$ cat src/common/udp_echo_defines.svh
`ifndef UDP_ECHO_DEFINES_SVH
`define UDP_ECHO_DEFINES_SVH

// Destination port served by the echo application
`define UDP_ECHO_PORT 16'd1234

// Payload FIFO entries, power of two
`define UDP_FIFO_DEPTH 16

// Seven segment digits, one per nibble of an IPv4 address
`define UDP_HEX_DIGITS 8

// Red LED count
`define UDP_LED_WIDTH 18

`endif

$ cat src/common/udp_echo_pkg.sv
`default_nettype none

package udp_echo_pkg;

    typedef logic [7:0] byte_t;
    typedef logic [15:0] port_t;
    typedef logic [31:0] ipv4_t;
    typedef logic [15:0] len_t;

    // One payload byte as it moves through the FIFO
    typedef struct packed {
        byte_t data;
        logic  last;
    } beat_t;

    // Active low, bit 0 is segment a
    typedef logic [6:0] seg_t;

endpackage

`default_nettype wire

$ cat src/design/hex_display.sv
`timescale 1ns/1ns
`default_nettype none

module hex_display import udp_echo_pkg::*; (
    input  logic [3:0] i_nibble,
    output seg_t       o_seg
);

    seg_t pattern;

    // Bit 0 is segment a, lit high
    always_comb begin
        case (i_nibble)
            4'h0:    pattern = 7'h3f;
            4'h1:    pattern = 7'h06;
            4'h2:    pattern = 7'h5b;
            4'h3:    pattern = 7'h4f;
            4'h4:    pattern = 7'h66;
            4'h5:    pattern = 7'h6d;
            4'h6:    pattern = 7'h7d;
            4'h7:    pattern = 7'h07;
            4'h8:    pattern = 7'h7f;
            4'h9:    pattern = 7'h6f;
            4'ha:    pattern = 7'h77;
            4'hb:    pattern = 7'h7c;
            4'hc:    pattern = 7'h39;
            4'hd:    pattern = 7'h5e;
            4'he:    pattern = 7'h79;
            default: pattern = 7'h71;
        endcase
    end

    // Board segments are active low
    assign o_seg = ~pattern;

endmodule

`default_nettype wire

$ cat src/udp_rx/udp_port_filter.sv
`timescale 1ns/1ns
`default_nettype none

`include "udp_echo_defines.svh"

module udp_port_filter import udp_echo_pkg::*; (
    input  logic  i_clk,
    input  logic  i_rst,
    input  logic  i_hdr_valid,
    output logic  o_hdr_ready,
    input  port_t i_dst_port,
    input  logic  i_pl_valid,
    input  logic  i_pl_last,
    input  byte_t i_pl_data,
    output logic  o_pl_ready,
    output logic  o_beat_valid,
    output beat_t o_beat,
    input  logic  i_beat_ready,
    output logic  o_reply_valid,
    input  logic  i_reply_ready
);

    typedef enum logic [1:0] {
        MODE_IDLE,
        MODE_PASS,
        MODE_DROP
    } mode_t;

    mode_t mode;
    logic  match;
    logic  idle;
    logic  hdr_fire;
    logic  pl_fire;

    assign match = (i_dst_port == `UDP_ECHO_PORT);
    assign idle  = (mode == MODE_IDLE);

    // Headers are only taken between frames
    assign o_reply_valid = i_hdr_valid && match && idle;
    assign o_hdr_ready   = i_hdr_valid && idle && (match ? i_reply_ready : 1'b1);
    assign hdr_fire      = i_hdr_valid && o_hdr_ready;

    // Drop mode swallows the payload
    assign o_beat_valid = i_pl_valid && (mode == MODE_PASS);
    assign o_beat       = '{data: i_pl_data, last: i_pl_last};
    assign o_pl_ready   = ((mode == MODE_PASS) && i_beat_ready) || (mode == MODE_DROP);
    assign pl_fire      = i_pl_valid && o_pl_ready;

    always_ff @(posedge i_clk) begin
        if (i_rst) begin
            mode <= MODE_IDLE;
        end else begin
            case (mode)
                MODE_IDLE: begin
                    if (hdr_fire) begin
                        mode <= match ? MODE_PASS : MODE_DROP;
                    end
                end
                MODE_PASS, MODE_DROP: begin
                    if (pl_fire && i_pl_last) begin
                        mode <= MODE_IDLE;
                    end
                end
                default: mode <= MODE_IDLE;
            endcase
        end
    end

endmodule

`default_nettype wire

$ cat src/udp_rx/udp_payload_fifo.sv
`timescale 1ns/1ns
`default_nettype none

module udp_payload_fifo import udp_echo_pkg::*; #(
    parameter int DEPTH = 16
) (
    input  logic  i_clk,
    input  logic  i_rst,
    input  logic  i_wr_valid,
    input  beat_t i_wr_beat,
    output logic  o_wr_ready,
    output logic  o_rd_valid,
    output beat_t o_rd_beat,
    input  logic  i_rd_ready
);

    localparam int AW = $clog2(DEPTH);

    beat_t         mem [DEPTH];
    logic [AW:0]   wr_ptr;
    logic [AW:0]   rd_ptr;
    logic          full;
    logic          empty;
    logic          wr_fire;
    logic          rd_fire;

    // Extra pointer bit tells full from empty
    assign empty = (wr_ptr == rd_ptr);
    assign full  = (wr_ptr[AW] != rd_ptr[AW]) && (wr_ptr[AW-1:0] == rd_ptr[AW-1:0]);

    assign o_wr_ready = !full;
    assign o_rd_valid = !empty;
    assign wr_fire    = i_wr_valid && !full;
    assign rd_fire    = i_rd_ready && !empty;

    // Head entry is presented without a read request
    assign o_rd_beat = mem[rd_ptr[AW-1:0]];

    always_ff @(posedge i_clk) begin
        if (wr_fire) begin
            mem[wr_ptr[AW-1:0]] <= i_wr_beat;
        end
    end

    always_ff @(posedge i_clk) begin
        if (i_rst) begin
            wr_ptr <= '0;
            rd_ptr <= '0;
        end else begin
            if (wr_fire) begin
                wr_ptr <= wr_ptr + 1'b1;
            end
            if (rd_fire) begin
                rd_ptr <= rd_ptr + 1'b1;
            end
        end
    end

endmodule

`default_nettype wire

$ cat src/design/udp_echo_status.sv
`timescale 1ns/1ns
`default_nettype none

`include "udp_echo_defines.svh"

module udp_echo_status import udp_echo_pkg::*; (
    input  logic                            i_clk,
    input  logic                            i_rst,
    input  logic                            i_rx_fire,
    input  byte_t                           i_rx_data,
    input  logic                            i_rx_last,
    input  logic                            i_reply_fire,
    input  ipv4_t                           i_reply_ip,
    output logic [`UDP_LED_WIDTH-1:0]       o_led,
    output seg_t [`UDP_HEX_DIGITS-1:0]      o_hex
);

    logic  in_frame;
    ipv4_t ip_q;

    // Set after the first beat, cleared by the last one
    always_ff @(posedge i_clk) begin
        if (i_rst) begin
            in_frame <= 1'b0;
            o_led    <= '0;
        end else if (i_rx_fire) begin
            if (!in_frame) begin
                o_led <= {{(`UDP_LED_WIDTH - $bits(byte_t)){1'b0}}, i_rx_data};
            end
            in_frame <= !i_rx_last;
        end
    end

    always_ff @(posedge i_clk) begin
        if (i_rst) begin
            ip_q <= '0;
        end else if (i_reply_fire) begin
            ip_q <= i_reply_ip;
        end
    end

    // Digit 0 shows the lowest nibble
    for (genvar k = 0; k < `UDP_HEX_DIGITS; k++) begin : g_digit
        hex_display u_hex (
            .i_nibble (ip_q[4*k +: 4]),
            .o_seg    (o_hex[k])
        );
    end

endmodule

`default_nettype wire

$ cat src/design/udp_echo_top.sv
`timescale 1ns/1ns
`default_nettype none

`include "udp_echo_defines.svh"

module udp_echo_top import udp_echo_pkg::*; (
    input  logic                        i_clk,
    input  logic                        i_rst,
    // Header from the stack
    input  logic                        i_hdr_valid,
    output logic                        o_hdr_ready,
    input  ipv4_t                       i_src_ip,
    input  port_t                       i_src_port,
    input  port_t                       i_dst_port,
    input  len_t                        i_length,
    // Payload from the stack
    input  logic                        i_pl_valid,
    output logic                        o_pl_ready,
    input  byte_t                       i_pl_data,
    input  logic                        i_pl_last,
    // Application receive stream
    output logic                        o_rx_valid,
    input  logic                        i_rx_ready,
    output byte_t                       o_rx_data,
    output logic                        o_rx_last,
    // Looped back payload
    output logic                        o_tx_pl_valid,
    output byte_t                       o_tx_pl_data,
    output logic                        o_tx_pl_last,
    // Reply header
    output logic                        o_tx_hdr_valid,
    input  logic                        i_tx_hdr_ready,
    output ipv4_t                       o_tx_dst_ip,
    output port_t                       o_tx_src_port,
    output port_t                       o_tx_dst_port,
    output len_t                        o_tx_length,
    // Status
    output logic [`UDP_LED_WIDTH-1:0]   o_led,
    output seg_t [`UDP_HEX_DIGITS-1:0]  o_hex
);

    logic  beat_valid;
    beat_t beat;
    logic  beat_ready;
    beat_t rd_beat;
    logic  rx_fire;
    logic  reply_fire;

    udp_port_filter u_filter (
        .i_clk         (i_clk),
        .i_rst         (i_rst),
        .i_hdr_valid   (i_hdr_valid),
        .o_hdr_ready   (o_hdr_ready),
        .i_dst_port    (i_dst_port),
        .i_pl_valid    (i_pl_valid),
        .i_pl_last     (i_pl_last),
        .i_pl_data     (i_pl_data),
        .o_pl_ready    (o_pl_ready),
        .o_beat_valid  (beat_valid),
        .o_beat        (beat),
        .i_beat_ready  (beat_ready),
        .o_reply_valid (o_tx_hdr_valid),
        .i_reply_ready (i_tx_hdr_ready)
    );

    udp_payload_fifo #(
        .DEPTH (`UDP_FIFO_DEPTH)
    ) u_fifo (
        .i_clk      (i_clk),
        .i_rst      (i_rst),
        .i_wr_valid (beat_valid),
        .i_wr_beat  (beat),
        .o_wr_ready (beat_ready),
        .o_rd_valid (o_rx_valid),
        .o_rd_beat  (rd_beat),
        .i_rd_ready (i_rx_ready)
    );

    assign o_rx_data = rd_beat.data;
    assign o_rx_last = rd_beat.last;
    assign rx_fire   = o_rx_valid && i_rx_ready;

    // Echo whatever the application takes
    assign o_tx_pl_valid = rx_fire;
    assign o_tx_pl_data  = o_rx_data;
    assign o_tx_pl_last  = o_rx_last;

    // Reply goes back to the sender
    assign o_tx_dst_ip   = i_src_ip;
    assign o_tx_src_port = i_dst_port;
    assign o_tx_dst_port = i_src_port;
    assign o_tx_length   = i_length;
    assign reply_fire    = o_tx_hdr_valid && i_tx_hdr_ready;

    udp_echo_status u_status (
        .i_clk        (i_clk),
        .i_rst        (i_rst),
        .i_rx_fire    (rx_fire),
        .i_rx_data    (o_rx_data),
        .i_rx_last    (o_rx_last),
        .i_reply_fire (reply_fire),
        .i_reply_ip   (o_tx_dst_ip),
        .o_led        (o_led),
        .o_hex        (o_hex)
    );

endmodule

`default_nettype wire

$ cat config.mk
export PLATFORM = sky130hd
export DESIGN_NAME = udp_echo_top
export DESIGN_NICKNAME = d
export VERILOG_FILES = /design/src/common/udp_echo_pkg.sv /design/src/design/hex_display.sv /design/src/udp_rx/udp_port_filter.sv /design/src/udp_rx/udp_payload_fifo.sv /design/src/design/udp_echo_status.sv /design/src/design/udp_echo_top.sv
export VERILOG_INCLUDE_DIRS = /design/src /design/src/common
export SDC_FILE = /design/constraint.sdc
export NUM_CORES = 1
export LEC_CHECK = 0
export BUFFER_PORTS_ARGS = -buffer_cell sky130_fd_sc_hd__buf_2
export CORE_MARGIN = 1
export CORE_UTILIZATION = 30
export DETAILED_ROUTE_END_ITERATION = 10
export PLACE_DENSITY = 0.58
export SLEW_MARGIN = 25
export SYNTH_ARGS = -nofsm -noshare
export SYNTH_HDL_FRONTEND = slang
export SYNTH_HIERARCHICAL = 1
export SYNTH_SLANG_ARGS = --single-unit
$ cat constraint.sdc
create_clock -name i_clk -period 3.37 [get_ports i_clk]
set_input_delay 0 -clock i_clk [delete_from_list [all_inputs] [get_ports i_clk]]
set_output_delay 0 -clock i_clk [all_outputs]
set_load 0.02 [all_outputs]
==> reports/results.md <==
* **buffer and inverter count on the worst path** 2
* **count of max-cap constraint violations** 0
* **Net Sw Frac** 24.34%
* **height of the die** 194.5 um
* **endpoint of the worst hold path** o_tx_length[7]
* **area overhead of the layout relative to synthesis** 15.15%
* **routed length per instance** 17.16 um
* **final design utilization** 35.06%
* **detailed-routing iteration count for the pre-antenna-repair pass** 5
* **NumNets Final** 1119
* **Worst Setup Slack post-DPL** 0.9758 ns
* **wire length of the first global-routing pass** 38290 um
* **via count of the first global-routing pass** 6635
* **final HPWL from detailed placement** 18110 um
* **Routed Antenna Nets** 0
* **share of power burned in combinational logic** 12.7%
* **Hold Fails Final Rpt** 0
* **standard cell with the maximum stage delay on the critical path** sky130_fd_sc_hd__dfxtp_2
* **drt via density** 4.760
* **Fmax** 363.7 MHz
* **worst slew pin tran** 0.7873 ns
* **clock skew after layout** 0.01037 ns
* **Post-synth top flop** sky130_fd_sc_hd__edfxtp_1
* **mean post-synth cell area** 13.30 um2
* **share of cells above drive strength 1** 28.21%
* **static leakage** 4.845 nW
* **Die Wd** 194.5 um
* **WP data required** 3.37 ns
* **Largest stage delay, worst path** 0.61 ns
* **count of input and output buffers** 197
* **number of flops mapped to enable cells by yosys** 144
* **clock root cell** sky130_fd_sc_hd__clkbuf_16
* **peak fanout along the critical path** 14
* **critical path's top delay family** multiplexers
* **Synth Register Bits** 201
* **total global-route track usage** 12.81%
* **Worst Hold Depth** 0
* **switching power** 1.413 mW
* **critical path launch point type** flop
* **number of clock sinks** 201
* **drt first-iter violations** 430
* **Worst R2R Start** u_fifo/wr_ptr[2]
* **Period minus WS final** 2.750 ns
* **sequential fraction of the synthesis area** 49.14%
* **Reg2Reg Setup Slack** 0.63 ns
* **ANT cells** 0
* **gr ovfl total** 0
* **clock insertion delay at the later pin of the skew report** 0.50 ns
* **setup repair after global routing missed its margin** no
* **Boundary Pins** 272
* **routability cong.** 0.7933
* **max-slew violation total from the final report** 0
* **number of antenna violations at the first check in global routing** 0
* **outcome** finished clean
* **Std-Cell Core Area** 36520 um2
* **post-synthesis cell count** 836
* **fin crit share** 81.60%
* **reg-to-reg critical path endpoint** u_filter/mode[0]
* **vias after detailed routing** 6902
* **largest net degree at the start of global routing** 45
* **Max IR drop VDD** 0.3595 mV
* **final number of setup-violating endpoints** 0
* **setup TNS** 0 ns
* **# resized after CTS** 0
* **max-slew headroom at the worst pin** 47.52%
* **Die ar.** 37840 um2
* **Clock transition at path regs** 0.06 ns
* **post-synthesis instance area** 11120 um2
* **DRC Markers** 0
* **Worst Path Arrival** 2.75 ns
* **kind of path behind the tightest hold check** input port to output pin
* **CTS tree** built
* **clock buffers created by TritonCTS** 21
* **Longest Clk Path Bufs** 3
* **number of standard-cell rows in the floorplan** 70
* **Total Power** 5.803 mW
* **clock power share** 40.4%
* **Placed Cells** 1368
* **Internal** 4.391 mW
* **sequential share of power** 46.9%
* **Async S/R FF share, synth** 0%
* **crit path setup slack, layout** 0.6202 ns
* **final non-filler cell total** 1450
* **length in cells of the worst reg-to-reg path** 8
* **effective utilization at floorplan** 30.45%
* **number of unique standard cell types used by synthesis** 55
* **Worst Setup End Kind** output pin
* **pwr dens** 453.2 nW/um2
* **path type of the worst setup path** flop to output pin
* **list of cells traversed by the critical path** buf_4 -> mux4_1 -> mux4_2 -> buf_2
* **total detailed-routing wirelength** 24880 um
* **H-tree depth reported by CTS** 1
* **hold path startpoint** i_length[7]
* **warning count from the yosys run** 6
==> layer usage <==
layer	GRT usage, %	vias up	part of all wire [%]
li1	-	3273	-
met1	16.45	3407	45
met2	21.92	198	49
met3	2.967	22	4.9
met4	2.499	2	1.3
met5	0.7663	-	0.16
==> logic make-up after synthesis <==
family                   Yosys count  synth area share, %
other                              1              0.03372
AND/OR/NAND/NOR                  195                9.744
AO/OA/AOI/OAI                     84                5.930
adder cells (fa/ha/maj)           56                6.301
buffers and inverters            185                11.28
XOR/XNOR                           6               0.4725
flip-flops                       201                49.14
multiplexers                     108                17.09
==> repair_timing <==
action,CTS,global route
setup endpoints to repair,0,0
hold buffers,45,0
buffers inserted,0,0
endpoints found under the hold margin,184,0
==> power by group through the flow <==
stage | Combinational, mW | Sequential, mW | Clock, mW
6_report | 0.734 | 2.72 | 2.35
5_1_grt | 0.784 | 2.73 | 2.51
4_1_cts | 0.743 | 2.72 | 2.41
3_5_place_dp | 0.701 | 2.78 | 0
3_3_place_gp | 0.690 | 2.78 | 0
2_1_floorplan | 0.620 | 2.76 | 0
==> cell type report <==
cell class                      instances  area, um2
Fill cell                            3495      23720
Sequential cell                       201       5466
Multi-Input combinational cell        459       4436
Timing Repair Buffer                  249       1489
Tap cell                              468      585.6
Clock buffer                           28      561.8
Inverter                               36      135.1
Clock inverter                          9      132.6
==> state kept, by name (all words and copies together), names as in the netlist, named ones only <==
register / cells
u_fifo/mem: 144
u_status/ip_q: 32
u_status/o_led: 8
u_fifo/rd_ptr: 5
u_fifo/wr_ptr: 5
u_filter/mode: 2
u_status/in_frame: 1
==> synthesized netlist by cell type, types with 9 or more instances <==
| cell type | n | area share (%) |
|---|---|---|
| sky130_fd_sc_hd__mux2i_1 | 50 | 4.5 |
| sky130_fd_sc_hd__ha_1 | 56 | 6.3 |
| sky130_fd_sc_hd__dfxtp_1 | 57 | 10 |
| sky130_fd_sc_hd__edfxtp_1 | 144 | 39 |
| sky130_fd_sc_hd__and3_1 | 11 | 0.62 |
| sky130_fd_sc_hd__mux4_1 | 40 | 9.5 |
| sky130_fd_sc_hd__buf_6 | 12 | 1.2 |
| sky130_fd_sc_hd__or3b_1 | 9 | 0.71 |
| sky130_fd_sc_hd__a22o_1 | 16 | 1.3 |
| sky130_fd_sc_hd__nor2_1 | 67 | 2.3 |
| sky130_fd_sc_hd__a31oi_1 | 9 | 0.51 |
| sky130_fd_sc_hd__nand2b_1 | 16 | 0.90 |
| sky130_fd_sc_hd__inv_1 | 36 | 1.2 |
| sky130_fd_sc_hd__nand2_1 | 32 | 1.1 |
| sky130_fd_sc_hd__buf_2 | 15 | 0.68 |
| sky130_fd_sc_hd__nor2b_1 | 19 | 1.1 |
| sky130_fd_sc_hd__mux4_2 | 13 | 2.6 |
| sky130_fd_sc_hd__buf_4 | 108 | 7.3 |
==> cells in the final DEF (no fill, tap or decap), drive strengths merged, types with 3 or more instances in the layout <==
cell type / synthesis / layout
and3: 11 / 11
nand4: 3 / 3
bufinv: 0 / 3
edfxtp: 144 / 144
ha: 56 / 56
nand2b: 16 / 16
mux2i: 50 / 50
o21ai: 21 / 21
and4: 7 / 7
a22o: 16 / 16
conb: 1 / 10
a32o: 8 / 8
inv: 36 / 37
mux4: 53 / 53
a21oi: 6 / 6
a31oi: 9 / 9
clkinv: 0 / 3
mux2: 5 / 5
nand3: 3 / 3
nand4bb: 8 / 8
xnor2: 5 / 5
nor2b: 19 / 19
dlygate4sd3: 0 / 45
nand2: 32 / 32
o32ai: 8 / 8
buf: 143 / 204
clkbuf: 6 / 28
o311ai: 6 / 6
or3b: 9 / 9
nor4: 3 / 3
and2: 4 / 4
dfxtp: 57 / 57
nor2: 75 / 75
==> stage by stage <==
| stage | hold slack (ns) | cell area, um2 |
|---|---|---|
| final | 0.00002616 | 12810 |
| after global routing | 0.0001152 | 12810 |
| after CTS | 0.0001367 | 12810 |
| after detailed placement | 0.0001367 | 11660 |
| after global placement | 0.0001367 | 11660 |
| after floorplan | 0.06907 | 11150 |
==> how the worst max path moves through the flow <==
stage / to / slack [ns] / depth (start not counted)
6_report: o_rx_data[3] / 0.62 / 4
5_1_grt: u_filter/mode[0] / 0.47 / 8
4_1_cts: o_tx_pl_data[3] / 0.56 / 4
3_5_place_dp: u_status/o_led[1] / 0.98 / 5
3_3_place_gp: u_status/o_led[1] / 1.01 / 5
2_1_floorplan: u_status/o_led[0] / 1.29 / 9
(Power assumes the default switching activity.)
